$ cat src/csr_pkg.sv
// rv32 machine mode only; no user mode, pmp or debug csrs are defined and mpp is fixed to machine
package csr_pkg;

    localparam int xlen = 32;

    // implemented machine csr addresses
    typedef enum logic [11:0] {
        csr_mstatus   = 12'h300,
        csr_misa      = 12'h301,
        csr_mie       = 12'h304,
        csr_mtvec     = 12'h305,
        csr_mscratch  = 12'h340,
        csr_mepc      = 12'h341,
        csr_mcause    = 12'h342,
        csr_mtval     = 12'h343,
        csr_mip       = 12'h344,
        csr_mcycle    = 12'hB00,
        csr_minstret  = 12'hB02,
        csr_mcycleh   = 12'hB80,
        csr_minstreth = 12'hB82,
        csr_mhartid   = 12'hF14
    } csr_addr_e;

    // payload of a system function
    typedef enum logic [11:0] {
        sys_ecall  = 12'h000,
        sys_ebreak = 12'h001,
        sys_mret   = 12'h302
    } sys_imm_e;

    typedef enum logic [1:0] {
        unit_none,
        unit_alu,
        unit_lsu,
        unit_csr
    } unit_e;

    typedef enum logic [1:0] {
        fun_sys,
        fun_rw,
        fun_rs,
        fun_rc
    } csr_fun_e;

    // misconduct reported by fetch
    typedef enum logic [1:0] {
        imiscon_none,
        imiscon_ille,
        imiscon_ferr,
        imiscon_pmav
    } imiscon_e;

    typedef enum logic [4:0] {
        exc_iaccess = 5'd1,
        exc_illegal = 5'd2,
        exc_ebreak  = 5'd3,
        exc_lmisal  = 5'd4,
        exc_laccess = 5'd5,
        exc_smisal  = 5'd6,
        exc_saccess = 5'd7,
        exc_ecall   = 5'd11
    } exc_code_e;

    typedef enum logic [4:0] {
        int_msi = 5'd3,
        int_mti = 5'd7,
        int_mei = 5'd11
    } int_code_e;

    localparam logic [1:0] lsu_half = 2'd1; // function_i[1:0] of the lsu
    localparam logic [1:0] lsu_word = 2'd2;

    localparam int irq_msi_bit      = 3;
    localparam int irq_mti_bit      = 7;
    localparam int irq_mei_bit      = 11;
    localparam int mstatus_mie_bit  = 3;
    localparam int mstatus_mpie_bit = 7;

    localparam logic [xlen-1:0] misa_val         = 32'h4000_1104; // rv32 imc
    localparam logic [xlen-1:0] mie_mask         = 32'h0000_0888; // also mpie/mie in mstatus
    localparam logic [xlen-1:0] mstatus_rd_fixed = 32'h0000_1800; // mpp reads as machine

endpackage

$ cat src/csr_decode.sv
// purely combinational; lsu size sits in function_i[1:0] with store in bit 3, rstpp_i stops every trap
`timescale 1ns/10ps

module csr_decode import csr_pkg::*; (
    input  unit_e           unit_i,
    input  logic [3:0]      function_i,
    input  logic [11:0]     payload_i,
    input  logic [xlen-1:0] val_i,
    input  imiscon_e        imiscon_i,
    input  logic            hresp_i,
    input  logic            stall_i,
    input  logic            flush_i,
    input  logic            rstpp_i,
    output logic            csr_wr_o,
    output csr_addr_e       csr_addr_o,
    output csr_fun_e        csr_fun_o,
    output logic            mret_o,
    output logic            commit_o,
    output logic            exception_o,
    output logic            exc_active_ready_o,
    output exc_code_e       exc_code_o
);
    logic is_lsu;
    logic pmav;
    logic sys_op;
    logic misaligned;
    logic e_iacc;
    logic e_ill;
    logic e_ecall;
    logic e_ebreak;
    logic e_misal;
    logic e_lsacc;
    logic execute;

    assign is_lsu     = (unit_i == unit_lsu);
    assign pmav       = (imiscon_i == imiscon_pmav);
    assign misaligned = ((function_i[1:0] == lsu_half) & val_i[0]) |
                        ((function_i[1:0] == lsu_word) & (|val_i[1:0]));

    always_comb begin : strobe_gen
        sys_op   = (unit_i == unit_csr) & (function_i[2:0] == 3'b000);
        csr_wr_o = (unit_i == unit_csr) & (function_i[1:0] != fun_sys) & ~flush_i;
        mret_o   = sys_op & (payload_i == sys_mret) & ~flush_i;
    end

    assign e_iacc   = (imiscon_i == imiscon_ferr) | (pmav & ~is_lsu);
    assign e_ill    = (imiscon_i == imiscon_ille);
    assign e_ecall  = sys_op & (payload_i == sys_ecall);
    assign e_ebreak = sys_op & (payload_i == sys_ebreak);
    assign e_misal  = is_lsu & misaligned;
    assign e_lsacc  = is_lsu & (hresp_i | pmav);

    assign exception_o = e_iacc | e_ill | e_ecall | e_ebreak | e_misal | e_lsacc;
    assign execute     = ((unit_i != unit_none) | e_iacc | e_ill) & ~rstpp_i;
    assign exc_active_ready_o = exception_o & execute;

    assign commit_o   = (unit_i != unit_none) & ~stall_i & ~flush_i; // minstret tick
    assign csr_addr_o = csr_addr_e'(payload_i);
    assign csr_fun_o  = csr_fun_e'(function_i[1:0]);

    // highest priority first with the access fault as fallback
    always_comb begin : exc_prio
        if (e_iacc) begin
            exc_code_o = exc_iaccess;
        end else if (e_ill) begin
            exc_code_o = exc_illegal;
        end else if (e_ecall) begin
            exc_code_o = exc_ecall;
        end else if (e_ebreak) begin
            exc_code_o = exc_ebreak;
        end else if (e_misal) begin
            exc_code_o = function_i[3] ? exc_smisal : exc_lmisal;
        end else begin
            exc_code_o = function_i[3] ? exc_saccess : exc_laccess;
        end
    end

endmodule

$ cat src/csr_trap_ctrl.sv
// combinational; only msi, mti and mei are known, vectored mode adds four times the code to the base
`timescale 1ns/10ps

module csr_trap_ctrl import csr_pkg::*; (
    input  logic [xlen-1:0] mie_i,
    input  logic [xlen-1:0] mip_i,
    input  logic            mstatus_mie_i,
    input  logic [xlen-1:0] mtvec_i,
    input  logic            interrupted_i,
    input  logic            exc_active_ready_i,
    output logic            int_pending_o,
    output int_code_e       int_code_o,
    output logic            trap_take_o,
    output logic            exc_take_o,
    output logic [xlen-1:0] exc_trap_o,
    output logic [xlen-1:0] int_trap_o
);
    logic [xlen-1:0] pend;
    logic [xlen-1:0] int_vect;

    assign pend          = mie_i & mip_i;
    assign int_pending_o = (|pend) & mstatus_mie_i;

    // ranking mei > msi > mti
    always_comb begin : int_rank
        if (pend[irq_mei_bit]) begin
            int_code_o = int_mei;
        end else if (pend[irq_msi_bit]) begin
            int_code_o = int_msi;
        end else begin
            int_code_o = int_mti;
        end
    end

    // an interrupt taken in the same cycle wins over the exception
    assign trap_take_o = interrupted_i | exc_active_ready_i;
    assign exc_take_o  = exc_active_ready_i & ~interrupted_i;

    assign exc_trap_o = {mtvec_i[xlen-1:2], 2'b00};
    assign int_vect   = exc_trap_o + {{(xlen-7){1'b0}}, int_code_o, 2'b00};
    assign int_trap_o = mtvec_i[0] ? int_vect : exc_trap_o; // mode bit

    // the core may only take what this unit reported as pending
    always_comb begin : chk_int_ack
        if (interrupted_i) begin
            assert (int_pending_o) else $error("csr_trap_ctrl: interrupt taken, none pending");
        end
    end

endmodule

$ cat src/csr_counters.sv
// both counters are 64 bit and free running; a write replaces one half for one edge only
`timescale 1ns/10ps

module csr_counters import csr_pkg::*; (
    input  logic            s_clk_i,
    input  logic            arst_n_i,
    input  logic            csr_wr_i,
    input  csr_addr_e       csr_addr_i,
    input  logic [xlen-1:0] wdata_i,
    input  logic            commit_i,
    output logic [63:0]     mcycle_o,
    output logic [63:0]     minstret_o
);
    logic [63:0] mcycle_q;
    logic [63:0] minstret_q;

    // next count, a written half takes the csr value instead of the sum
    function automatic logic [63:0] cnt_next(
        input logic [63:0]     cur,
        input logic            inc,
        input logic            wr_lo,
        input logic            wr_hi,
        input logic [xlen-1:0] wdata
    );
        logic [63:0] nxt;
        nxt = inc ? cur + 64'd1 : cur;
        if (wr_lo) begin
            nxt[xlen-1:0] = wdata;
        end
        if (wr_hi) begin
            nxt[63:xlen] = wdata;
        end
        return nxt;
    endfunction

    always_ff @(posedge s_clk_i or negedge arst_n_i) begin
        if (!arst_n_i) begin
            mcycle_q   <= '0;
            minstret_q <= '0;
        end else begin
            mcycle_q   <= cnt_next(mcycle_q, 1'b1,
                                   csr_wr_i & (csr_addr_i == csr_mcycle),
                                   csr_wr_i & (csr_addr_i == csr_mcycleh), wdata_i);
            minstret_q <= cnt_next(minstret_q, commit_i,
                                   csr_wr_i & (csr_addr_i == csr_minstret),
                                   csr_wr_i & (csr_addr_i == csr_minstreth), wdata_i);
        end
    end

    assign mcycle_o   = mcycle_q;
    assign minstret_o = minstret_q;

endmodule

$ cat src/csr_regs.sv
// machine csrs only; unknown addresses read zero and writes to them are dropped, traps beat csr writes
`timescale 1ns/10ps

module csr_regs import csr_pkg::*; (
    input  logic            s_clk_i,
    input  logic            arst_n_i,
    input  logic            csr_wr_i,
    input  csr_addr_e       csr_addr_i,
    input  csr_fun_e        csr_fun_i,
    input  logic            mret_i,
    input  logic            trap_take_i,
    input  logic            exc_take_i,
    input  logic            interrupted_i,
    input  int_code_e       int_code_i,
    input  exc_code_e       exc_code_i,
    input  logic [xlen-1:0] val_i,
    input  logic [xlen-1:0] pc_i,
    input  logic            int_meip_i,
    input  logic            int_mtip_i,
    input  logic            int_msip_i,
    input  logic [63:0]     mcycle_i,
    input  logic [63:0]     minstret_i,
    output logic [xlen-1:0] rdata_o,
    output logic [xlen-1:0] wdata_o,
    output logic [xlen-1:0] mie_o,
    output logic [xlen-1:0] mip_o,
    output logic            mstatus_mie_o,
    output logic [xlen-1:0] mtvec_o,
    output logic [xlen-1:0] mepc_o
);
    logic [xlen-1:0] mstatus_q;
    logic [xlen-1:0] mie_q;
    logic [xlen-1:0] mip_q;
    logic [xlen-1:0] mip_d;
    logic [xlen-1:0] mtvec_q;
    logic [xlen-1:0] mscratch_q;
    logic [xlen-1:0] mepc_q;
    logic [xlen-1:0] mcause_q;
    logic [xlen-1:0] mtval_q;
    logic [4:0]      cause_code;

    always_comb begin : rd_mux
        case (csr_addr_i)
            csr_mstatus:   rdata_o = mstatus_q | mstatus_rd_fixed;
            csr_misa:      rdata_o = misa_val;
            csr_mie:       rdata_o = mie_q;
            csr_mtvec:     rdata_o = mtvec_q;
            csr_mscratch:  rdata_o = mscratch_q;
            csr_mepc:      rdata_o = mepc_q;
            csr_mcause:    rdata_o = mcause_q;
            csr_mtval:     rdata_o = mtval_q;
            csr_mip:       rdata_o = mip_q;
            csr_mcycle:    rdata_o = mcycle_i[xlen-1:0];
            csr_mcycleh:   rdata_o = mcycle_i[63:xlen];
            csr_minstret:  rdata_o = minstret_i[xlen-1:0];
            csr_minstreth: rdata_o = minstret_i[63:xlen];
            default:       rdata_o = '0; // mhartid and unmapped
        endcase
    end

    // read-modify-write value
    always_comb begin : rmw
        case (csr_fun_i)
            fun_rw:  wdata_o = val_i;
            fun_rs:  wdata_o = val_i | rdata_o;
            fun_rc:  wdata_o = ~val_i & rdata_o;
            default: wdata_o = rdata_o;
        endcase
    end

    // level inputs sampled every cycle
    always_comb begin : mip_sample
        mip_d              = '0;
        mip_d[irq_mei_bit] = int_meip_i;
        mip_d[irq_mti_bit] = int_mtip_i;
        mip_d[irq_msi_bit] = int_msip_i;
    end

    always_comb begin : cause_sel
        if (interrupted_i) begin
            cause_code = int_code_i;
        end else begin
            cause_code = exc_code_i;
        end
    end

    always_ff @(posedge s_clk_i or negedge arst_n_i) begin
        if (!arst_n_i) begin
            mstatus_q <= '0;
            mepc_q    <= '0;
            mcause_q  <= '0;
            mtval_q   <= '0;
        end else begin
            if (trap_take_i) begin
                mstatus_q[mstatus_mpie_bit] <= mstatus_q[mstatus_mie_bit];
                mstatus_q[mstatus_mie_bit]  <= 1'b0;
                mepc_q   <= pc_i;
                mcause_q <= {interrupted_i, {(xlen-6){1'b0}}, cause_code};
            end else if (mret_i) begin
                mstatus_q[mstatus_mpie_bit] <= 1'b1;
                mstatus_q[mstatus_mie_bit]  <= mstatus_q[mstatus_mpie_bit];
            end else if (csr_wr_i) begin
                if (csr_addr_i == csr_mstatus) begin
                    mstatus_q <= wdata_o & mie_mask & ~mstatus_rd_fixed; // mpp stays fixed
                end
                if (csr_addr_i == csr_mepc) begin
                    mepc_q <= wdata_o;
                end
                if (csr_addr_i == csr_mcause) begin
                    mcause_q <= wdata_o;
                end
            end
            if (exc_take_i) begin
                mtval_q <= val_i;
            end else if (csr_wr_i && (csr_addr_i == csr_mtval)) begin
                mtval_q <= wdata_o;
            end
        end
    end

    always_ff @(posedge s_clk_i or negedge arst_n_i) begin
        if (!arst_n_i) begin
            mie_q      <= '0;
            mip_q      <= '0;
            mtvec_q    <= '0;
            mscratch_q <= '0;
        end else begin
            mip_q <= mip_d;
            if (csr_wr_i && (csr_addr_i == csr_mie)) begin
                mie_q <= wdata_o & mie_mask;
            end
            if (csr_wr_i && (csr_addr_i == csr_mtvec)) begin
                mtvec_q <= {wdata_o[xlen-1:2], 1'b0, wdata_o[0]}; // only direct and vectored modes
            end
            if (csr_wr_i && (csr_addr_i == csr_mscratch)) begin
                mscratch_q <= wdata_o;
            end
        end
    end

    assign mie_o         = mie_q;
    assign mip_o         = mip_q;
    assign mstatus_mie_o = mstatus_q[mstatus_mie_bit];
    assign mtvec_o       = mtvec_q;
    assign mepc_o        = mepc_q;

    // mtval and the cause record must move together
    a_exc_in_trap: assert property (@(posedge s_clk_i) disable iff (!arst_n_i)
                                    exc_take_i |-> trap_take_i);
    a_exc_tval:    assert property (@(posedge s_clk_i) disable iff (!arst_n_i)
                                    (trap_take_i && !interrupted_i) |-> exc_take_i);

endmodule

$ cat src/csr_unit.sv
// memory-access stage csr unit; every output settles in the same cycle, no internal pipeline registers
`timescale 1ns/10ps

module csr_unit import csr_pkg::*; (
    input  logic            s_clk_i,
    input  logic            arst_n_i,
    input  unit_e           unit_i,
    input  logic [3:0]      function_i,
    input  logic [11:0]     payload_i,
    input  logic [xlen-1:0] val_i,
    input  logic [xlen-1:0] pc_i,
    input  imiscon_e        imiscon_i,
    input  logic            hresp_i,
    input  logic            stall_i,
    input  logic            flush_i,
    input  logic            rstpp_i,
    input  logic            interrupted_i,
    input  logic            int_meip_i,
    input  logic            int_mtip_i,
    input  logic            int_msip_i,
    output logic [xlen-1:0] csr_rdata_o,
    output logic [xlen-1:0] exc_trap_o,
    output logic [xlen-1:0] int_trap_o,
    output logic [xlen-1:0] mepc_o,
    output logic            treturn_o,
    output logic            int_pending_o,
    output logic            exception_o
);
    logic            csr_wr;
    csr_addr_e       csr_addr;
    csr_fun_e        csr_fun;
    logic            mret;
    logic            commit;
    logic            exc_active_ready;
    exc_code_e       exc_code;
    int_code_e       int_code;
    logic            trap_take;
    logic            exc_take;
    logic [xlen-1:0] mie;
    logic [xlen-1:0] mip;
    logic            mstatus_mie;
    logic [xlen-1:0] mtvec;
    logic [xlen-1:0] wdata;
    logic [63:0]     mcycle;
    logic [63:0]     minstret;

    assign treturn_o = mret;

    csr_decode u_decode (
        .unit_i(unit_i), .function_i(function_i), .payload_i(payload_i), .val_i(val_i),
        .imiscon_i(imiscon_i), .hresp_i(hresp_i), .stall_i(stall_i), .flush_i(flush_i),
        .rstpp_i(rstpp_i), .csr_wr_o(csr_wr), .csr_addr_o(csr_addr), .csr_fun_o(csr_fun),
        .mret_o(mret), .commit_o(commit), .exception_o(exception_o),
        .exc_active_ready_o(exc_active_ready), .exc_code_o(exc_code)
    );

    csr_trap_ctrl u_trap_ctrl (
        .mie_i(mie), .mip_i(mip), .mstatus_mie_i(mstatus_mie), .mtvec_i(mtvec),
        .interrupted_i(interrupted_i), .exc_active_ready_i(exc_active_ready),
        .int_pending_o(int_pending_o), .int_code_o(int_code), .trap_take_o(trap_take),
        .exc_take_o(exc_take), .exc_trap_o(exc_trap_o), .int_trap_o(int_trap_o)
    );

    csr_regs u_regs (
        .s_clk_i(s_clk_i), .arst_n_i(arst_n_i), .csr_wr_i(csr_wr), .csr_addr_i(csr_addr),
        .csr_fun_i(csr_fun), .mret_i(mret), .trap_take_i(trap_take), .exc_take_i(exc_take),
        .interrupted_i(interrupted_i), .int_code_i(int_code), .exc_code_i(exc_code),
        .val_i(val_i), .pc_i(pc_i), .int_meip_i(int_meip_i), .int_mtip_i(int_mtip_i),
        .int_msip_i(int_msip_i), .mcycle_i(mcycle), .minstret_i(minstret),
        .rdata_o(csr_rdata_o), .wdata_o(wdata), .mie_o(mie), .mip_o(mip),
        .mstatus_mie_o(mstatus_mie), .mtvec_o(mtvec), .mepc_o(mepc_o)
    );

    csr_counters u_counters (
        .s_clk_i(s_clk_i), .arst_n_i(arst_n_i), .csr_wr_i(csr_wr), .csr_addr_i(csr_addr),
        .wdata_i(wdata), .commit_i(commit), .mcycle_o(mcycle), .minstret_o(minstret)
    );

endmodule

$ cat config.mk
export PLATFORM = sky130hd
export DESIGN_NAME = csr_unit
export DESIGN_NICKNAME = d
export VERILOG_FILES = /design/src/csr_pkg.sv /design/src/csr_decode.sv /design/src/csr_trap_ctrl.sv /design/src/csr_counters.sv /design/src/csr_regs.sv /design/src/csr_unit.sv
export SDC_FILE = /design/constraint.sdc
export NUM_CORES = 1
export LEC_CHECK = 0
export BUFFER_PORTS_ARGS = -buffer_cell sky130_fd_sc_hd__buf_2
export CAP_MARGIN = 5
export CELL_PAD_IN_SITES_DETAIL_PLACEMENT = 1
export CELL_PAD_IN_SITES_GLOBAL_PLACEMENT = 1
export CORE_MARGIN = 2
export CORE_UTILIZATION = 45
export DETAILED_ROUTE_END_ITERATION = 10
export PLACE_DENSITY_LB_ADDON = 0.1
export SLEW_MARGIN = 20
export SYNTH_ARGS = -nofsm -noshare
export SYNTH_HDL_FRONTEND = slang
export SYNTH_SLANG_ARGS = --single-unit
$ cat constraint.sdc
create_clock -name s_clk_i -period 5.8 [get_ports s_clk_i]
set_clock_uncertainty 0.05 [all_clocks]
set_input_delay 0 -clock s_clk_i [delete_from_list [all_inputs] [get_ports s_clk_i]]
set_output_delay 0 -clock s_clk_i [all_outputs]
set_load 0.05 [all_outputs]
==> flow_summary.json <==
{
  "status": "complete, but fails checks",
  "failed_checks": "hold timing",
  "rsz0062_at_grt": "false",
  "p_clk_frac": 0.447,
  "p_per_area_mw_per_mm2": 247,
  "synthArstFlopShare": 1.00,
  "finalMaxSlewViolations": 0,
  "grt_pass1_vias": 20000,
  "grt.total_usage": 0.422,
  "rr_worst_depth": 8,
  "worst-setup-path-type": "in2reg",
  "p_sw_frac": 0.297,
  "synth-seq-cells": 295,
  "p_switching_uw": 1650,
  "whs_ps": -11.6,
  "setup_viol": 0,
  "fin_crit_sh": 0.716,
  "power.internal_uw": 3900,
  "multiInputGateArea_mm2": 0.0107,
  "cp_slowest_stage_delay_ps": 850,
  "drive_gt1_frac": 0.183,
  "syn_inst": 2181,
  "muxShareOfSynthArea": 0.0445,
  "place.detailed.hpwl_um": 65700,
  "synth_common_cells": "295 x dfrtp_1, 264 x nand2_1, 179 x nor2_1",
  "synthSimpleGateAreaFrac": 0.240,
  "synth_fa_ha_area_frac": 0.00330,
  "finalHoldViolCount": 10,
  "synth_compound_area_frac": 0.196,
  "worst_ep_arrival_time_ps": 4500,
  "coreArea_mm2": 0.0418,
  "post-route-util": 0.538,
  "avgSynthCellArea_um2": 8.69,
  "yosysUniqueCellTypes": 98,
  "irDropWorstVdd_uv": 227,
  "clockBufferDepth": 3,
  "via_per_inst": 6.71,
  "synth_ff_type": "dfrtp_1",
  "ios": 225,
  "regArea_mm2": 0.00738,
  "dp_cells": 2818,
  "fin_nets": 2499,
  "gp_congestion": 0.969,
  "leakage_uw": 0.00970,
  "clkSinkCount": 295,
  "first_pass_iters": 7,
  "crit_chain": "buf_2 > nor2_1 > nand4_1 > o221a_2 > nor3_2 > buf_4 > nand3_1 > dlygate4sd3_1 > o41ai_1 > dlygate4sd3_1 > a31oi_1",
  "crit_fanout": 31,
  "design_power_total_uw": 5550,
  "synthMostInstantiatedCell": "dfrtp_1",
  "final_cells": 2969,
  "overflow": 0,
  "cts_tree": "done",
  "antenna_found_initial": 5,
  "die_h_um": 209,
  "vias": 19900,
  "p_seq_frac": 0.410,
  "drc_errors": 0,
  "cap_violations": 0,
  "grt_max_degree": 152,
  "fp.dieW_um": 209,
  "hp-class": "in2async",
  "yosys.area.top_type": "dfrtp_1",
  "netlist_area_mm2": 0.0190,
  "drt_iter0_markers": 2404,
  "critPathSlowestCell": "nor2_1",
  "synth_top_area_share": 0.389,
  "ant_nets": 0,
  "slew_headroom": 0.204,
  "worst_pin_slew_ps": 1190,
  "crit_top_cell": "dlygate4sd3_1",
  "period_needed_ps": 4150,
  "rrSetupSlack_ps": 2360,
  "numCtsBuffers": 37,
  "start_util": 0.454,
  "num-fill-cells": 4862,
  "insertion_delay_ps": 570,
  "fin_setup_tns_ps": 0,
  "end_kind": "register",
  "synth_xor_area_frac": 0.0716,
  "portBuffers": 220,
  "wirelength_um": 92700,
  "synth_top_family_by_area": "simple AND/OR/NAND/NOR gates",
  "row_count": 75,
  "synth_edf_count": 0,
  "pwr-share-comb": 0.143,
  "syn2layout_area_growth_pct": 18.5,
  "postCtsSetupRepairBufs": 0,
  "synthTopCellsByArea": "dfrtp_1 39%, nand2_1 5.2%, xnor2_1 4.9%, a21oi_1 4.1%, nor2_1 3.5%",
  "ys_seq_area_frac": 0.389,
  "cts-root-buf": "clkbuf_16",
  "regToRegStartpoint": "u_counters.mcycle_o[12]",
  "clk_transition_reported_paths_ps": 60,
  "fp.dieArea_mm2": 0.0438,
  "wl_per_cell_um": 31.2,
  "ctsHoldBuffers": 82,
  "post_cts_resized": 0,
  "htree_levels": 2,
  "crit_required_ps": 6140,
  "ys_warn_count": 0,
  "critPathLaunchType": "primary input",
  "grt_pass1_wl_um": 136000,
  "max_clock_freq_mhz": 241,
  "reg2reg_to": "u_regs.mepc_o[12]"
}
==> metrics by stage <==
stage	cell area, µm²	worst slack (ps)
CTS	22400	1700
global route	22500	1530
global placement	20300	1840
detailed placement	20300	1870
floorplan	19000	2810
finish	22500	1650
==> sequential cells by signal, indices dropped and copies added (netlist names) <==
name,count
u_counters.mcycle_o,64
u_counters.minstret_o,64
u_regs.mcause_q,32
u_regs.mepc_o,32
u_regs.mscratch_q,32
u_regs.mtval_q,32
u_regs.mtvec_o,31
u_regs.mie_o,3
u_regs.mip_o,3
u_regs.mstatus_q,2
==> power groups by stage <==
stage	Sequential, µW	Combinational [µW]	Clock [µW]
floorplan	2340	347	0
detailed placement	2300	717	0
global route	2280	837	2570
finish	2270	794	2480
global placement	2300	700	0
CTS	2270	769	2490
==> final cells by class <==
type                            count  share of cell area
Tap cell                          539              0.0300
Clock buffer                       53              0.0488
Sequential cell                   295               0.329
Antenna cell                        3            0.000334
Clock inverter                     13             0.00797
Multi-Input combinational cell   1680               0.476
Inverter                           38             0.00635
Timing Repair Buffer              348               0.102
==> cells by family (layout without fill, tap and decap cells) <==
family | Yosys count | count (layout)
compound gates | 557 | 557
xor+xnor | 155 | 155
fa+ha+maj | 5 | 5
buf+inv | 209 | 452
flops | 295 | 295
mux | 81 | 81
other cells | 1 | 7
simple gates | 878 | 878
==> how the worst max path moves through the flow <==
| stage | start | to | slack (ps) | cells after the start |
|---|---|---|---|---|
| finish | function_i[0] | u_regs.mcause_q[1] | 1650 | 11 |
| global route | u_regs.mie_o[11] | int_trap_o[28] | 1530 | 11 |
| CTS | u_regs.mie_o[11] | int_trap_o[30] | 1700 | 11 |
| detailed placement | function_i[1] | u_regs.mepc_o[22] | 1870 | 8 |
| global placement | function_i[1] | u_regs.mcause_q[2] | 1840 | 8 |
| floorplan | u_regs.mie_o[11] | int_trap_o[25] | 2810 | 11 |
==> per-layer routing <==
metal / up-vias / share of wire / global-route usage
li1: 8366 / - / -
met1: 10100 / 0.40 / 0.561
met2: 1190 / 0.44 / 0.631
met3: 294 / 0.11 / 0.117
met4: 4 / 0.052 / 0.210
met5: - / 0.00025 / 0
==> layout by cell type (no fill, tap or decap), types with 73 or more instances in the layout <==
| master | netlist | layout |
|---|---|---|
| xnor2_1 | 106 | 106 |
| o21ai_0 | 132 | 131 |
| nand3_1 | 89 | 89 |
| dlygate4sd3_1 | 0 | 82 |
| nor2_1 | 179 | 177 |
| and3_1 | 75 | 75 |
| buf_2 | 32 | 219 |
| nand4_1 | 73 | 73 |
| dfrtp_1 | 295 | 295 |
| nand2_1 | 264 | 261 |
| a21oi_1 | 156 | 155 |
==> worst max-delay path: cells and delay by family <==
family          cells  cell delay, ps
simple gates        4            2050
buf+inv             4            1880
compound gates      3             530
No activity file was read; power rests on OpenSTA's default activity.
